## config.mk

```make
export PLATFORM = sky130hd
export DESIGN_NAME = sdram_ctrl_top
export DESIGN_NICKNAME = d
export VERILOG_FILES = /design/src/hdl/sdram_pkg.sv /design/src/hdl/apb_host_port.sv /design/src/hdl/bank_timer.sv /design/src/hdl/command_sequencer.sv /design/src/hdl/data_path.sv /design/src/hdl/sdram_ctrl_top.sv
export SDC_FILE = /design/constraint.sdc
export NUM_CORES = 1
export LEC_CHECK = 0
export ABC_AREA = 0
export BUFFER_PORTS_ARGS = -buffer_cell sky130_fd_sc_hd__buf_2
export CAP_MARGIN = 10
export CORE_ASPECT_RATIO = 0.75
export CORE_MARGIN = 3
export CORE_UTILIZATION = 30
export CTS_CLUSTER_DIAMETER = 50
export DETAILED_ROUTE_END_ITERATION = 12
export PLACE_DENSITY = 0.58
export RECOVER_POWER = 25
export SLEW_MARGIN = 20
export SYNTH_ARGS = -nofsm -noshare
export SYNTH_HDL_FRONTEND = slang
export SYNTH_SLANG_ARGS = --single-unit
```

## constraint.sdc

```tcl
create_clock -name CLK -period 12.05 [get_ports CLK]
set_input_delay 1.8075 -clock CLK [delete_from_list [all_inputs] [get_ports CLK]]
set_output_delay 1.8075 -clock CLK [all_outputs]
set_load 0.005 [all_outputs]
```

## src/hdl/sdram_pkg.sv

```systemverilog
package sdram_pkg;

	// encoded as {ras_n, cas_n, we_n}
	typedef enum logic [2:0] {
		CMD_NOOP = 3'b111,
		CMD_ACTV = 3'b011,
		CMD_READ = 3'b101,
		CMD_WRTE = 3'b100,
		CMD_PRCH = 3'b010,
		CMD_ARSR = 3'b001
	} sdram_cmd_e;

	localparam int ROW_W = 13;
	localparam int BANK_W = 2;
	localparam int COL_W = 13;
	localparam int ADDR_W = 28;	// row, bank, column from the top
	localparam int DATA_W = 32;

	localparam int T_RP = 3;
	localparam int T_RCD = 2;
	localparam int T_RW = 3;
	localparam int T_RFC = 15;
	localparam int CAS_LATENCY = 2;
	localparam int REFRESH_INTERVAL = 390;
	localparam int PRCH_ALL_BIT = 10;

	localparam int CNT_W = 4;	// wide enough for T_RFC - 1
	localparam int REF_CNT_W = 9;

	localparam int APB_ADDR_W = 8;
	localparam logic [APB_ADDR_W-1:0] REG_ADDR = 8'h00;
	localparam logic [APB_ADDR_W-1:0] REG_WDATA = 8'h04;
	localparam logic [APB_ADDR_W-1:0] REG_CTRL = 8'h08;	// wr: start, we / rd: busy, valid
	localparam logic [APB_ADDR_W-1:0] REG_RDATA = 8'h0c;

endpackage

```

## src/hdl/apb_host_port.sv

```systemverilog
module apb_host_port (
	input logic CLK,
	input logic RST,
	input logic [sdram_pkg::APB_ADDR_W-1:0] paddr,
	input logic psel,
	input logic penable,
	input logic pwrite,
	input logic [sdram_pkg::DATA_W-1:0] pwdata,
	input logic done,
	input logic [sdram_pkg::DATA_W-1:0] rdata,
	input logic rdata_valid,
	output logic [sdram_pkg::DATA_W-1:0] prdata,
	output logic pready,
	output logic pslverr,
	output logic do_act,
	output logic [sdram_pkg::ADDR_W-1:0] word_addr,
	output logic we,
	output logic [sdram_pkg::DATA_W-1:0] wdata
);
	logic [sdram_pkg::DATA_W-1:0] rdata_reg;
	logic busy;
	logic rd_valid;
	logic access;
	logic mapped;
	logic start;

	assign access = psel && penable;
	assign mapped = (paddr == sdram_pkg::REG_ADDR) || (paddr == sdram_pkg::REG_WDATA) ||
		(paddr == sdram_pkg::REG_CTRL) || (paddr == sdram_pkg::REG_RDATA);
	assign start = access && pwrite && (paddr == sdram_pkg::REG_CTRL) && pwdata[0];
	assign pready = 1'b1;	// zero wait states
	assign pslverr = access && (!mapped || (start && busy));

	always_comb
	begin
		case (paddr)
			sdram_pkg::REG_ADDR: prdata = {{(sdram_pkg::DATA_W - sdram_pkg::ADDR_W){1'b0}}, word_addr};
			sdram_pkg::REG_WDATA: prdata = wdata;
			sdram_pkg::REG_CTRL: prdata = {{(sdram_pkg::DATA_W - 2){1'b0}}, rd_valid, busy};
			sdram_pkg::REG_RDATA: prdata = rdata_reg;
			default: prdata = '0;
		endcase
	end

	always_ff @(posedge CLK)
	begin
		if (!RST)
		begin
			busy <= 1'b0;
			rd_valid <= 1'b0;
			do_act <= 1'b0;
			we <= 1'b0;
		end
		else
		begin
			do_act <= 1'b0;
			if (start && !busy)
			begin
				busy <= 1'b1;
				we <= pwdata[1];
				do_act <= 1'b1;
				rd_valid <= 1'b0;
			end
			else if (busy && ((done && we) || rdata_valid))
				busy <= 1'b0;	// write ends at issue, read at data return
			if (rdata_valid)
				rd_valid <= 1'b1;
		end
	end

	// request fields are frozen while a transaction runs
	always_ff @(posedge CLK)
	begin
		if (access && pwrite && !busy)
		begin
			if (paddr == sdram_pkg::REG_ADDR)
				word_addr <= pwdata[sdram_pkg::ADDR_W-1:0];
			if (paddr == sdram_pkg::REG_WDATA)
				wdata <= pwdata;
		end
		if (rdata_valid)
			rdata_reg <= rdata;
	end

endmodule

```

## src/hdl/bank_timer.sv

```systemverilog
module bank_timer (
	input logic CLK,
	input logic RST,
	input logic change_req,
	input sdram_pkg::sdram_cmd_e cmd_next,
	output logic change_ok,
	output logic page_open
);
	sdram_pkg::sdram_cmd_e state;
	logic [sdram_pkg::CNT_W-1:0] count;
	logic state_rw;
	logic repeat_rw;
	logic accept;
	int unsigned wait_len;

	assign repeat_rw = state_rw && (cmd_next == state);
	assign change_ok = (count == '0) || repeat_rw;
	assign accept = change_req && change_ok;

	// cycles to hold off after the command, less the one already spent
	always_comb
	begin
		case (cmd_next)
			sdram_pkg::CMD_PRCH: wait_len = sdram_pkg::T_RP - 1;
			sdram_pkg::CMD_ACTV: wait_len = sdram_pkg::T_RCD - 1;
			sdram_pkg::CMD_READ, sdram_pkg::CMD_WRTE: wait_len = sdram_pkg::T_RW - 1;
			sdram_pkg::CMD_ARSR: wait_len = sdram_pkg::T_RFC - 1;
			default: wait_len = 0;
		endcase
	end

	always_ff @(posedge CLK)
	begin
		if (!RST)
		begin
			state <= sdram_pkg::CMD_PRCH;
			state_rw <= 1'b0;
			count <= '0;	// terminal count
			page_open <= 1'b0;
		end
		else if (accept)
		begin
			state <= cmd_next;
			state_rw <= (cmd_next == sdram_pkg::CMD_READ) || (cmd_next == sdram_pkg::CMD_WRTE);
			count <= wait_len[sdram_pkg::CNT_W-1:0];
			if (cmd_next == sdram_pkg::CMD_ACTV)
				page_open <= 1'b1;
			else if (cmd_next == sdram_pkg::CMD_PRCH)
				page_open <= 1'b0;	// precharge closes every bank
		end
		else if (count != '0)
			count <= count - 1'b1;
	end

endmodule

```

## src/hdl/command_sequencer.sv

```systemverilog
module command_sequencer (
	input logic CLK,
	input logic RST,
	input logic do_act,
	input logic [sdram_pkg::ADDR_W-1:0] word_addr,
	input logic we,
	input logic change_ok,
	input logic page_open,
	output sdram_pkg::sdram_cmd_e cmd_next,
	output logic change_req,
	output sdram_pkg::sdram_cmd_e sd_cmd,
	output logic [sdram_pkg::ROW_W-1:0] sd_addr,
	output logic [sdram_pkg::BANK_W-1:0] sd_ba,
	output logic issue,
	output logic done
);
	sdram_pkg::sdram_cmd_e seq [3];
	sdram_pkg::sdram_cmd_e rw_cmd;
	logic [1:0] pending;
	logic req_wait;
	logic [sdram_pkg::ROW_W+sdram_pkg::BANK_W-1:0] page_cur;
	logic [sdram_pkg::REF_CNT_W-1:0] ref_cnt;
	logic ref_due;
	logic [sdram_pkg::ROW_W-1:0] row;
	logic [sdram_pkg::BANK_W-1:0] bank;
	logic [sdram_pkg::COL_W-1:0] col;
	logic accept;
	logic page_hit;

	assign row = word_addr[sdram_pkg::ADDR_W-1 -: sdram_pkg::ROW_W];
	assign bank = word_addr[sdram_pkg::COL_W +: sdram_pkg::BANK_W];
	assign col = word_addr[sdram_pkg::COL_W-1:0];
	assign rw_cmd = we ? sdram_pkg::CMD_WRTE : sdram_pkg::CMD_READ;
	assign cmd_next = seq[0];
	assign change_req = (pending != 2'd0);
	assign accept = change_req && change_ok;
	assign page_hit = page_open && ({row, bank} == page_cur);
	assign done = issue;	// read or write on the pins

	always_ff @(posedge CLK)
	begin
		if (!RST)
		begin
			seq[0] <= sdram_pkg::CMD_NOOP;
			seq[1] <= sdram_pkg::CMD_NOOP;
			seq[2] <= sdram_pkg::CMD_NOOP;
			pending <= 2'd0;
			req_wait <= 1'b0;
			page_cur <= '0;
			ref_cnt <= '0;
			ref_due <= 1'b0;
			sd_cmd <= sdram_pkg::CMD_NOOP;
			sd_addr <= '0;
			sd_ba <= '0;
			issue <= 1'b0;
		end
		else
		begin
			issue <= 1'b0;
			sd_cmd <= sdram_pkg::CMD_NOOP;
			if (do_act)
				req_wait <= 1'b1;	// held until the sequence is loaded

			if (accept)
			begin
				seq[0] <= seq[1];
				seq[1] <= seq[2];
				seq[2] <= sdram_pkg::CMD_NOOP;
				pending <= pending - 2'd1;
				sd_cmd <= seq[0];
				case (seq[0])
					sdram_pkg::CMD_ACTV:
					begin
						sd_addr <= row;
						sd_ba <= bank;
						page_cur <= {row, bank};
					end
					sdram_pkg::CMD_READ, sdram_pkg::CMD_WRTE:
					begin
						sd_addr <= col;
						sd_ba <= bank;
						issue <= 1'b1;
					end
					sdram_pkg::CMD_PRCH:
					begin
						sd_addr <= '0;
						sd_addr[sdram_pkg::PRCH_ALL_BIT] <= 1'b1;	// all banks
					end
					default: ;
				endcase
			end
			else if (!change_req)
			begin
				if (ref_due)
				begin
					seq[0] <= sdram_pkg::CMD_PRCH;
					seq[1] <= sdram_pkg::CMD_ARSR;
					seq[2] <= sdram_pkg::CMD_NOOP;
					pending <= 2'd2;
					ref_due <= 1'b0;
				end
				else if (do_act || req_wait)
				begin
					req_wait <= 1'b0;
					if (page_hit)
					begin
						seq[0] <= rw_cmd;
						seq[1] <= sdram_pkg::CMD_NOOP;
						seq[2] <= sdram_pkg::CMD_NOOP;
						pending <= 2'd1;
					end
					else
					begin
						seq[0] <= sdram_pkg::CMD_PRCH;
						seq[1] <= sdram_pkg::CMD_ACTV;
						seq[2] <= rw_cmd;
						pending <= 2'd3;
					end
				end
			end

			if (ref_cnt == sdram_pkg::REFRESH_INTERVAL - 1)
			begin
				ref_cnt <= '0;
				ref_due <= 1'b1;
			end
			else
				ref_cnt <= ref_cnt + 1'b1;
		end
	end

endmodule

```

## src/hdl/data_path.sv

```systemverilog
module data_path (
	input logic CLK,
	input logic RST,
	input logic issue,
	input logic we,
	input logic [sdram_pkg::DATA_W-1:0] wdata,
	input logic [sdram_pkg::DATA_W-1:0] sd_dq_in,
	output logic [sdram_pkg::DATA_W-1:0] sd_dq_out,
	output logic sd_dq_oe,
	output logic [sdram_pkg::DATA_W-1:0] rdata,
	output logic rdata_valid
);
	logic [sdram_pkg::CAS_LATENCY-1:0] rd_pipe;
	logic rd_issue;

	assign rd_issue = issue && !we;
	assign sd_dq_oe = issue && we;	// same cycle as WRTE on the pins
	assign sd_dq_out = sd_dq_oe ? wdata : '0;

	always_ff @(posedge CLK)
	begin
		if (!RST)
		begin
			rd_pipe <= '0;
			rdata_valid <= 1'b0;
		end
		else
		begin
			rd_pipe <= {rd_pipe[sdram_pkg::CAS_LATENCY-2:0], rd_issue};
			rdata_valid <= rd_pipe[sdram_pkg::CAS_LATENCY-1];
		end
	end

	// sample at the end of the CAS latency window
	always_ff @(posedge CLK)
	begin
		if (rd_pipe[sdram_pkg::CAS_LATENCY-1])
			rdata <= sd_dq_in;
	end

endmodule

```

## src/hdl/sdram_ctrl_top.sv

```systemverilog
module sdram_ctrl_top (
	input logic CLK,
	input logic RST,
	input logic [sdram_pkg::APB_ADDR_W-1:0] paddr,
	input logic psel,
	input logic penable,
	input logic pwrite,
	input logic [sdram_pkg::DATA_W-1:0] pwdata,
	input logic [sdram_pkg::DATA_W-1:0] sd_dq_in,
	output logic [sdram_pkg::DATA_W-1:0] prdata,
	output logic pready,
	output logic pslverr,
	output sdram_pkg::sdram_cmd_e sd_cmd,
	output logic [sdram_pkg::ROW_W-1:0] sd_addr,
	output logic [sdram_pkg::BANK_W-1:0] sd_ba,
	output logic [sdram_pkg::DATA_W-1:0] sd_dq_out,
	output logic sd_dq_oe
);
	logic do_act;
	logic done;
	logic we;
	logic issue;
	logic change_req;
	logic change_ok;
	logic page_open;
	logic rdata_valid;
	logic [sdram_pkg::ADDR_W-1:0] word_addr;
	logic [sdram_pkg::DATA_W-1:0] wdata;
	logic [sdram_pkg::DATA_W-1:0] rdata;
	sdram_pkg::sdram_cmd_e cmd_next;

	apb_host_port apb_i (
		.CLK(CLK), .RST(RST), .paddr(paddr), .psel(psel), .penable(penable),
		.pwrite(pwrite), .pwdata(pwdata), .done(done), .rdata(rdata),
		.rdata_valid(rdata_valid), .prdata(prdata), .pready(pready), .pslverr(pslverr),
		.do_act(do_act), .word_addr(word_addr), .we(we), .wdata(wdata)
	);

	command_sequencer seq_i (
		.CLK(CLK), .RST(RST), .do_act(do_act), .word_addr(word_addr), .we(we),
		.change_ok(change_ok), .page_open(page_open), .cmd_next(cmd_next),
		.change_req(change_req), .sd_cmd(sd_cmd), .sd_addr(sd_addr), .sd_ba(sd_ba),
		.issue(issue), .done(done)
	);

	bank_timer timer_i (
		.CLK(CLK), .RST(RST), .change_req(change_req), .cmd_next(cmd_next),
		.change_ok(change_ok), .page_open(page_open)
	);

	data_path dpath_i (
		.CLK(CLK), .RST(RST), .issue(issue), .we(we), .wdata(wdata), .sd_dq_in(sd_dq_in),
		.sd_dq_out(sd_dq_out), .sd_dq_oe(sd_dq_oe), .rdata(rdata), .rdata_valid(rdata_valid)
	);

endmodule

```

Yosys cells after proc, flatten, opt, wreduce, memory -nomap -nowiden --
Memories as Yosys holds them, arrays and structs flattened. Index checks and enable logic that the tools add are counted.
Word-level totals: register bits 187, bits in writable memories 9, output and inout port bits 85, word-level logic and storage cells 165, memories 1
Memory list:
- seq_i.seq | depth 3, width 3, rd ports 3, clocked after memory_dff 0, write ports 3, line command_sequencer.sv:17 | sdram_pkg::sdram_cmd_e seq [3];
Cells by class: add/sub/neg operators 3, equal/unequal tests 14, mux-type cells 63, bitwise operators 13, reduce and logical (&&, ||, !) cells 48
Operators with widths (count):
- one-hot mux 32 bit (4 select lines) | 1
- 2-to-1 mux 1 bit | 40
- one-hot mux 13 bit (3 select lines) | 1
- 2-to-1 mux 3 bit | 12
- 2-to-1 mux 32 bit | 1
- AND reduction 2 bit | 9
- == test 8 x 4 -> 1 bit (second input constant) | 2
- == test 15 bit | 1
- logical AND 1 bit | 14
- bitwise OR 1 bit | 12
- one-hot mux 4 bit (3 select lines) | 1
- 2-to-1 mux 2 bit | 5
- nonzero test 2 bit | 5
- adder 9 x 1 -> 9 bit (second input constant) | 1
- == test 9 bit (second input constant) | 1
- == test 8 x 3 -> 1 bit (second input constant) | 1
- zero test 8 bit | 1
- logical OR 1 bit | 8
- 2-to-1 mux 4 bit | 2
- == test 3 x 2 -> 1 bit (second input constant) | 2
- == test 3 bit (second input constant) | 2
- != test 2 bit (second input constant) | 3
- nonzero test 3 bit | 2
- OR reduction 3 bit | 2
- 9 further kinds | 12

Longest topological paths before layout --
An unclocked memory read counts as a cell.
depth in word-level cells 12, gate-level depth with buffers 8, gate-level depth less buffers 7

By module --
Synthesis repeated with hierarchy kept, for this count alone.
Second synthesis, totals: cells, all modules 657, area total of the unflattened synthesis 8164.1 um2
Modules (own cells, without submodules):
- apb_host_port | instances 1, cells an instance 253, area each 3925.0 um2
- command_sequencer | instances 1, cells an instance 266, area each 2446.1 um2
- data_path | instances 1, cells an instance 77, area each 1278.7 um2
- bank_timer | instances 1, cells an instance 61, area each 514.2 um2

Worst setup path after synthesis --
Ideal clock, no wire load.
kind input to register, start in paddr[3] in the netlist's numbering, end reg apb_i.word_addr[0] in the netlist's numbering, enable pin, arrival time 5.045 ns, slack 6.521 ns, stages 3, buffers on the path 2, path through clkbuf_1 buf_1 nor4_1
Between the ends: longest elaborated chain between the ends 2
Ends and longest elaborated chain:
- start, declared | line sdram_ctrl_top.sv:4 | input logic [sdram_pkg::APB_ADDR_W-1:0] paddr,
- zero test 8 bit | line apb_host_port.sv:76 | if (paddr == sdram_pkg::REG_ADDR)
- AND reduction 2 bit (no source line)
- end signal, assigned | line apb_host_port.sv:77 | word_addr <= pwdata[sdram_pkg::ADDR_W-1:0];
- end, declared | line apb_host_port.sv:16 | output logic [sdram_pkg::ADDR_W-1:0] word_addr,
Every way passes these cells. A chain may end at the register's enable or synchronous reset.

Worst setup path in the final report --
start in paddr[3] in the netlist's numbering, end out prdata[7] in the netlist's numbering
Between the ends: longest elaborated chain between the ends 2, elaborated cells between the ends (all ways) 5, those cells by class eq/ne: 3; mux: 1; reduce/logical: 1
Ends and longest elaborated chain:
- == test 8 x 4 -> 1 bit, or another cell as far along | line apb_host_port.sv:36 | case (paddr)
- one-hot mux 32 bit (4 select lines) (*) | line apb_host_port.sv:36
- end, declared | line sdram_ctrl_top.sv:10 | output logic [sdram_pkg::DATA_W-1:0] prdata,
Every way passes the cells marked *; elsewhere a longest branch is shown, timed or not.

==> summary.md <==
| Metric | Value |
|---|---|
| Tmin final | 5310 ps |
| R2R Setup Slk | 9040 ps |
| Post-cts sizing count | 0 |
| CP Class | in2out |
| Net Count, Synth | 755 |
| DRC | 0 |
| Final wirelength | 21400 um |
| Yosys cell types | 55 |
| Root Buffer | clkbuf_16 |
| Grt met3 use | 0.0501 |
| YS warnings | 0 |
| Hold Buf Count CTS | 0 |
| GRT Total Usage | 0.147 |
| Main synth FF type | edfxtp_1 |
| I/O pin total | 162 |
| Leakage | 3.86 nW |
| Max VDD drop | 0.0761 mV |
| Area growth syn-to-layout | 21.3% |
| Routed vias | 5617 |
| Maxcap violations | 2 |
| CP required | 10240 ps |
| Drt pass-1 iters | 6 |
| CTS tree | built |
| DR iter-0 viols | 504 |
| Diodes inserted | 0 |
| Final Cycle Share | 0.441 |
| Longest Clk Path Bufs | 2 |
| RSZ-0062 raised after global routing | no |
| DP Wirelength | 15200 um |
| R2R cell count | 4 |
| Clk sinks | 195 |
| First-pass GRT wire length | 32700 um |
| IO Port Bufs | 160 |
| HP Class | reg2reg |
| H-tree depth | 4 |
| P per Cell Area | 147 mW/mm2 |
| Initial antenna violation count | 4 |
| Crit path capture | prdata[7] |
| Worst-path fanout max | 36 |
| Synth Instances | 673 |
| Final Skew | 9.55 ps |
| Outcome | finished with violations |
| Final GP Congestion | 0.787 |
| Remaining global-route overflow | 0 |
| Critical R2R Capture | seq_i.seq[0][1]$_SDFFCE_PP1P_ |
| CP arrival | 3500 ps |
| Vias in the first global route | 5441 |
| DIE WIDTH | 195 um |
| Failing checks | max-capacitance violations, max-slew violations |
| CP Capture Type | output port |
| Number of setup buffers added after CTS | 0 |
| Initial Utilization | 0.308 |
| Met2 usage | 0.207 |
| Vias per cell | 4.79 |
| Slew Limit Fails | 69 |
| CTS buffer count | 17 |
| Largest net degree at the start of global routing | 75 |
| Share of layout cells above drive strength 1 | 0.279 |
| Maximum clock rate | 188 MHz |
| Worst-Skew Late Latency | 440 ps |
| Num rows | 51 |
| Post-route setup TNS | 0 ps |
| GRT met1 Usage | 0.221 |
| Syn Area/Cell | 12.0 um2 |
| Worst r2r src | seq_i.seq[0][1]$_SDFFCE_PP1P_ |
| GR peak layer | met1 |
| Final Hold Vio Count | 0 |
| Async set-reset flop share out of synthesis | 0 |
| Critical path startpoint category | input port |
| Mapped Area | 0.00807 mm2 |
| Number of synthesized flops with an enable pin | 132 |
| Sequential element share of the synthesized area | 0.648 |
| Final core occ | 0.373 |
| Die ar. | 0.0289 mm2 |
| Slew @ Worst Pin | 1850 ps |
| Worst Setup SP | paddr[3] |
| Seq cells post-synth | 195 |
| Wire per inst | 18.2 um |
| Die Height | 148 um |
| Slew headroom | -0.235 |
| Core ar. | 0.0262 mm2 |
| Final ANT Viol Nets | 0 |
| Clk slew on worst S/H paths | 80 ps |
| Fin nets | 897 |
| Final setup fails | 0 |
final cells by class:
type,count,area [um2]
Fill cell,2563,16400
Sequential cell,195,5230
Multi-Input combinational cell,427,2650
Timing Repair Buffer,168,861
Tap cell,344,430
Clock buffer,17,425
Clock inverter,15,171
Inverter,6,22.5
metrics by stage:
step	instance area, um2	power [W]	std cells	hold slack, ps	worst slack, ps
after floorplan	8070	0.000838	673	400	6520
after global placement	9190	0.000870	1140	400	6430
after detailed placement	9190	0.000872	1140	405	6360
after CTS	9780	0.00145	1172	416	6360
after global routing	9790	0.00149	1172	417	6540
final	9790	0.00143	1172	417	6740
synthesized netlist by cell type, types with 3 or more instances:
library cell    n  share of area
nor2b_1         8         0.0062
dfxtp_1        63           0.16
a31o_2         11          0.012
ha_1            5         0.0078
a21oi_1        39          0.024
o21a_1          3         0.0028
a211oi_1       11          0.010
or2_2           6         0.0047
o21ai_0        22          0.014
buf_2          10         0.0062
and2_1          4         0.0031
nand3_1        28          0.017
nor2_1         85          0.040
mux2i_1        35          0.043
inv_1           6         0.0028
edfxtp_1      132           0.49
nor3_1          4         0.0025
o221ai_1       11          0.012
or3_1           3         0.0023
xor2_1          7         0.0076
nand2_1        50          0.023
nand2b_1        4         0.0031
nand4_1         7         0.0054
clkbuf_1       30          0.014
xnor2_1        18          0.020
and3_1         34          0.026
metal layers:
layer  up-vias  wire, um  share of wire
li1       2740         -              -
met1      2681     10800           0.51
met2       167      8930           0.42
met3        21      1470          0.069
met4         8       121         0.0057
met5         -        52         0.0024
worst min path at each step:
stage	startpoint	end	slack, ps	cells past startpoint
final	dpath_i.rdata[11]$_DFFE_PP_	apb_i.rdata_reg[11]$_DFFE_PP_	420	0
after global routing	dpath_i.rdata[11]$_DFFE_PP_	apb_i.rdata_reg[11]$_DFFE_PP_	420	0
after CTS	dpath_i.rdata[11]$_DFFE_PP_	apb_i.rdata_reg[11]$_DFFE_PP_	420	0
after detailed placement	dpath_i.rdata[20]$_DFFE_PP_	apb_i.rdata_reg[20]$_DFFE_PP_	400	0
after global placement	dpath_i.rdata[21]$_DFFE_PP_	apb_i.rdata_reg[21]$_DFFE_PP_	400	0
after floorplan	dpath_i.rdata[0]$_DFFE_PP_	apb_i.rdata_reg[0]$_DFFE_PP_	400	0
cell families after synthesis:
group                      count (synthesis)  share of synthesized area
AOI/OAI and AO/OA                        113                     0.0924
DFF                                      195                      0.648
buffers and inverters                     51                     0.0261
muxes                                     37                     0.0490
and+or+nand+nor                          245                      0.147
xor gates and xnor gates                  26                     0.0292
other                                      1                   0.000465
adders and majority gates                  5                    0.00775
critical path, stage by stage:
cell and delay, ps:
buf_2 610, and2_2 670, a21oi_1 170, nor2_1 110, buf_2 120
power breakdown:
group | internal, W | switching, W | total (W) | leakage, nW
clock | 0.000312 | 0.000266 | 0.000578 | 0.290
combinational | 0.0000514 | 0.0000726 | 0.000124 | 1.89
sequential | 0.000724 | 0.00000893 | 0.000733 | 1.68
placed cells by master (no fill, tap or decap), drive strengths merged, types with 3 or more instances in the layout:
| master | netlist | layout |
|---|---|---|
| and3 | 34 | 34 |
| or3 | 3 | 3 |
| a31o | 11 | 11 |
| mux2i | 35 | 35 |
| a211oi | 11 | 11 |
| o221ai | 11 | 11 |
| nand3 | 28 | 28 |
| xnor2 | 19 | 19 |
| nand4 | 7 | 7 |
| and2 | 4 | 4 |
| ha | 5 | 5 |
| nor2b | 8 | 8 |
| nor3 | 4 | 4 |
| a21oi | 40 | 40 |
| nor2 | 86 | 86 |
| clkbuf | 32 | 17 |
| buf | 13 | 168 |
| clkinv | 0 | 6 |
| edfxtp | 132 | 132 |
| nand2 | 50 | 50 |
| o21a | 3 | 3 |
| o22ai | 3 | 3 |
| or2 | 6 | 6 |
| nand2b | 4 | 4 |
| inv | 6 | 11 |
| xor2 | 7 | 7 |
| o21ai | 23 | 23 |
| dfxtp | 63 | 63 |
Power figures use the tool's default switching activity.
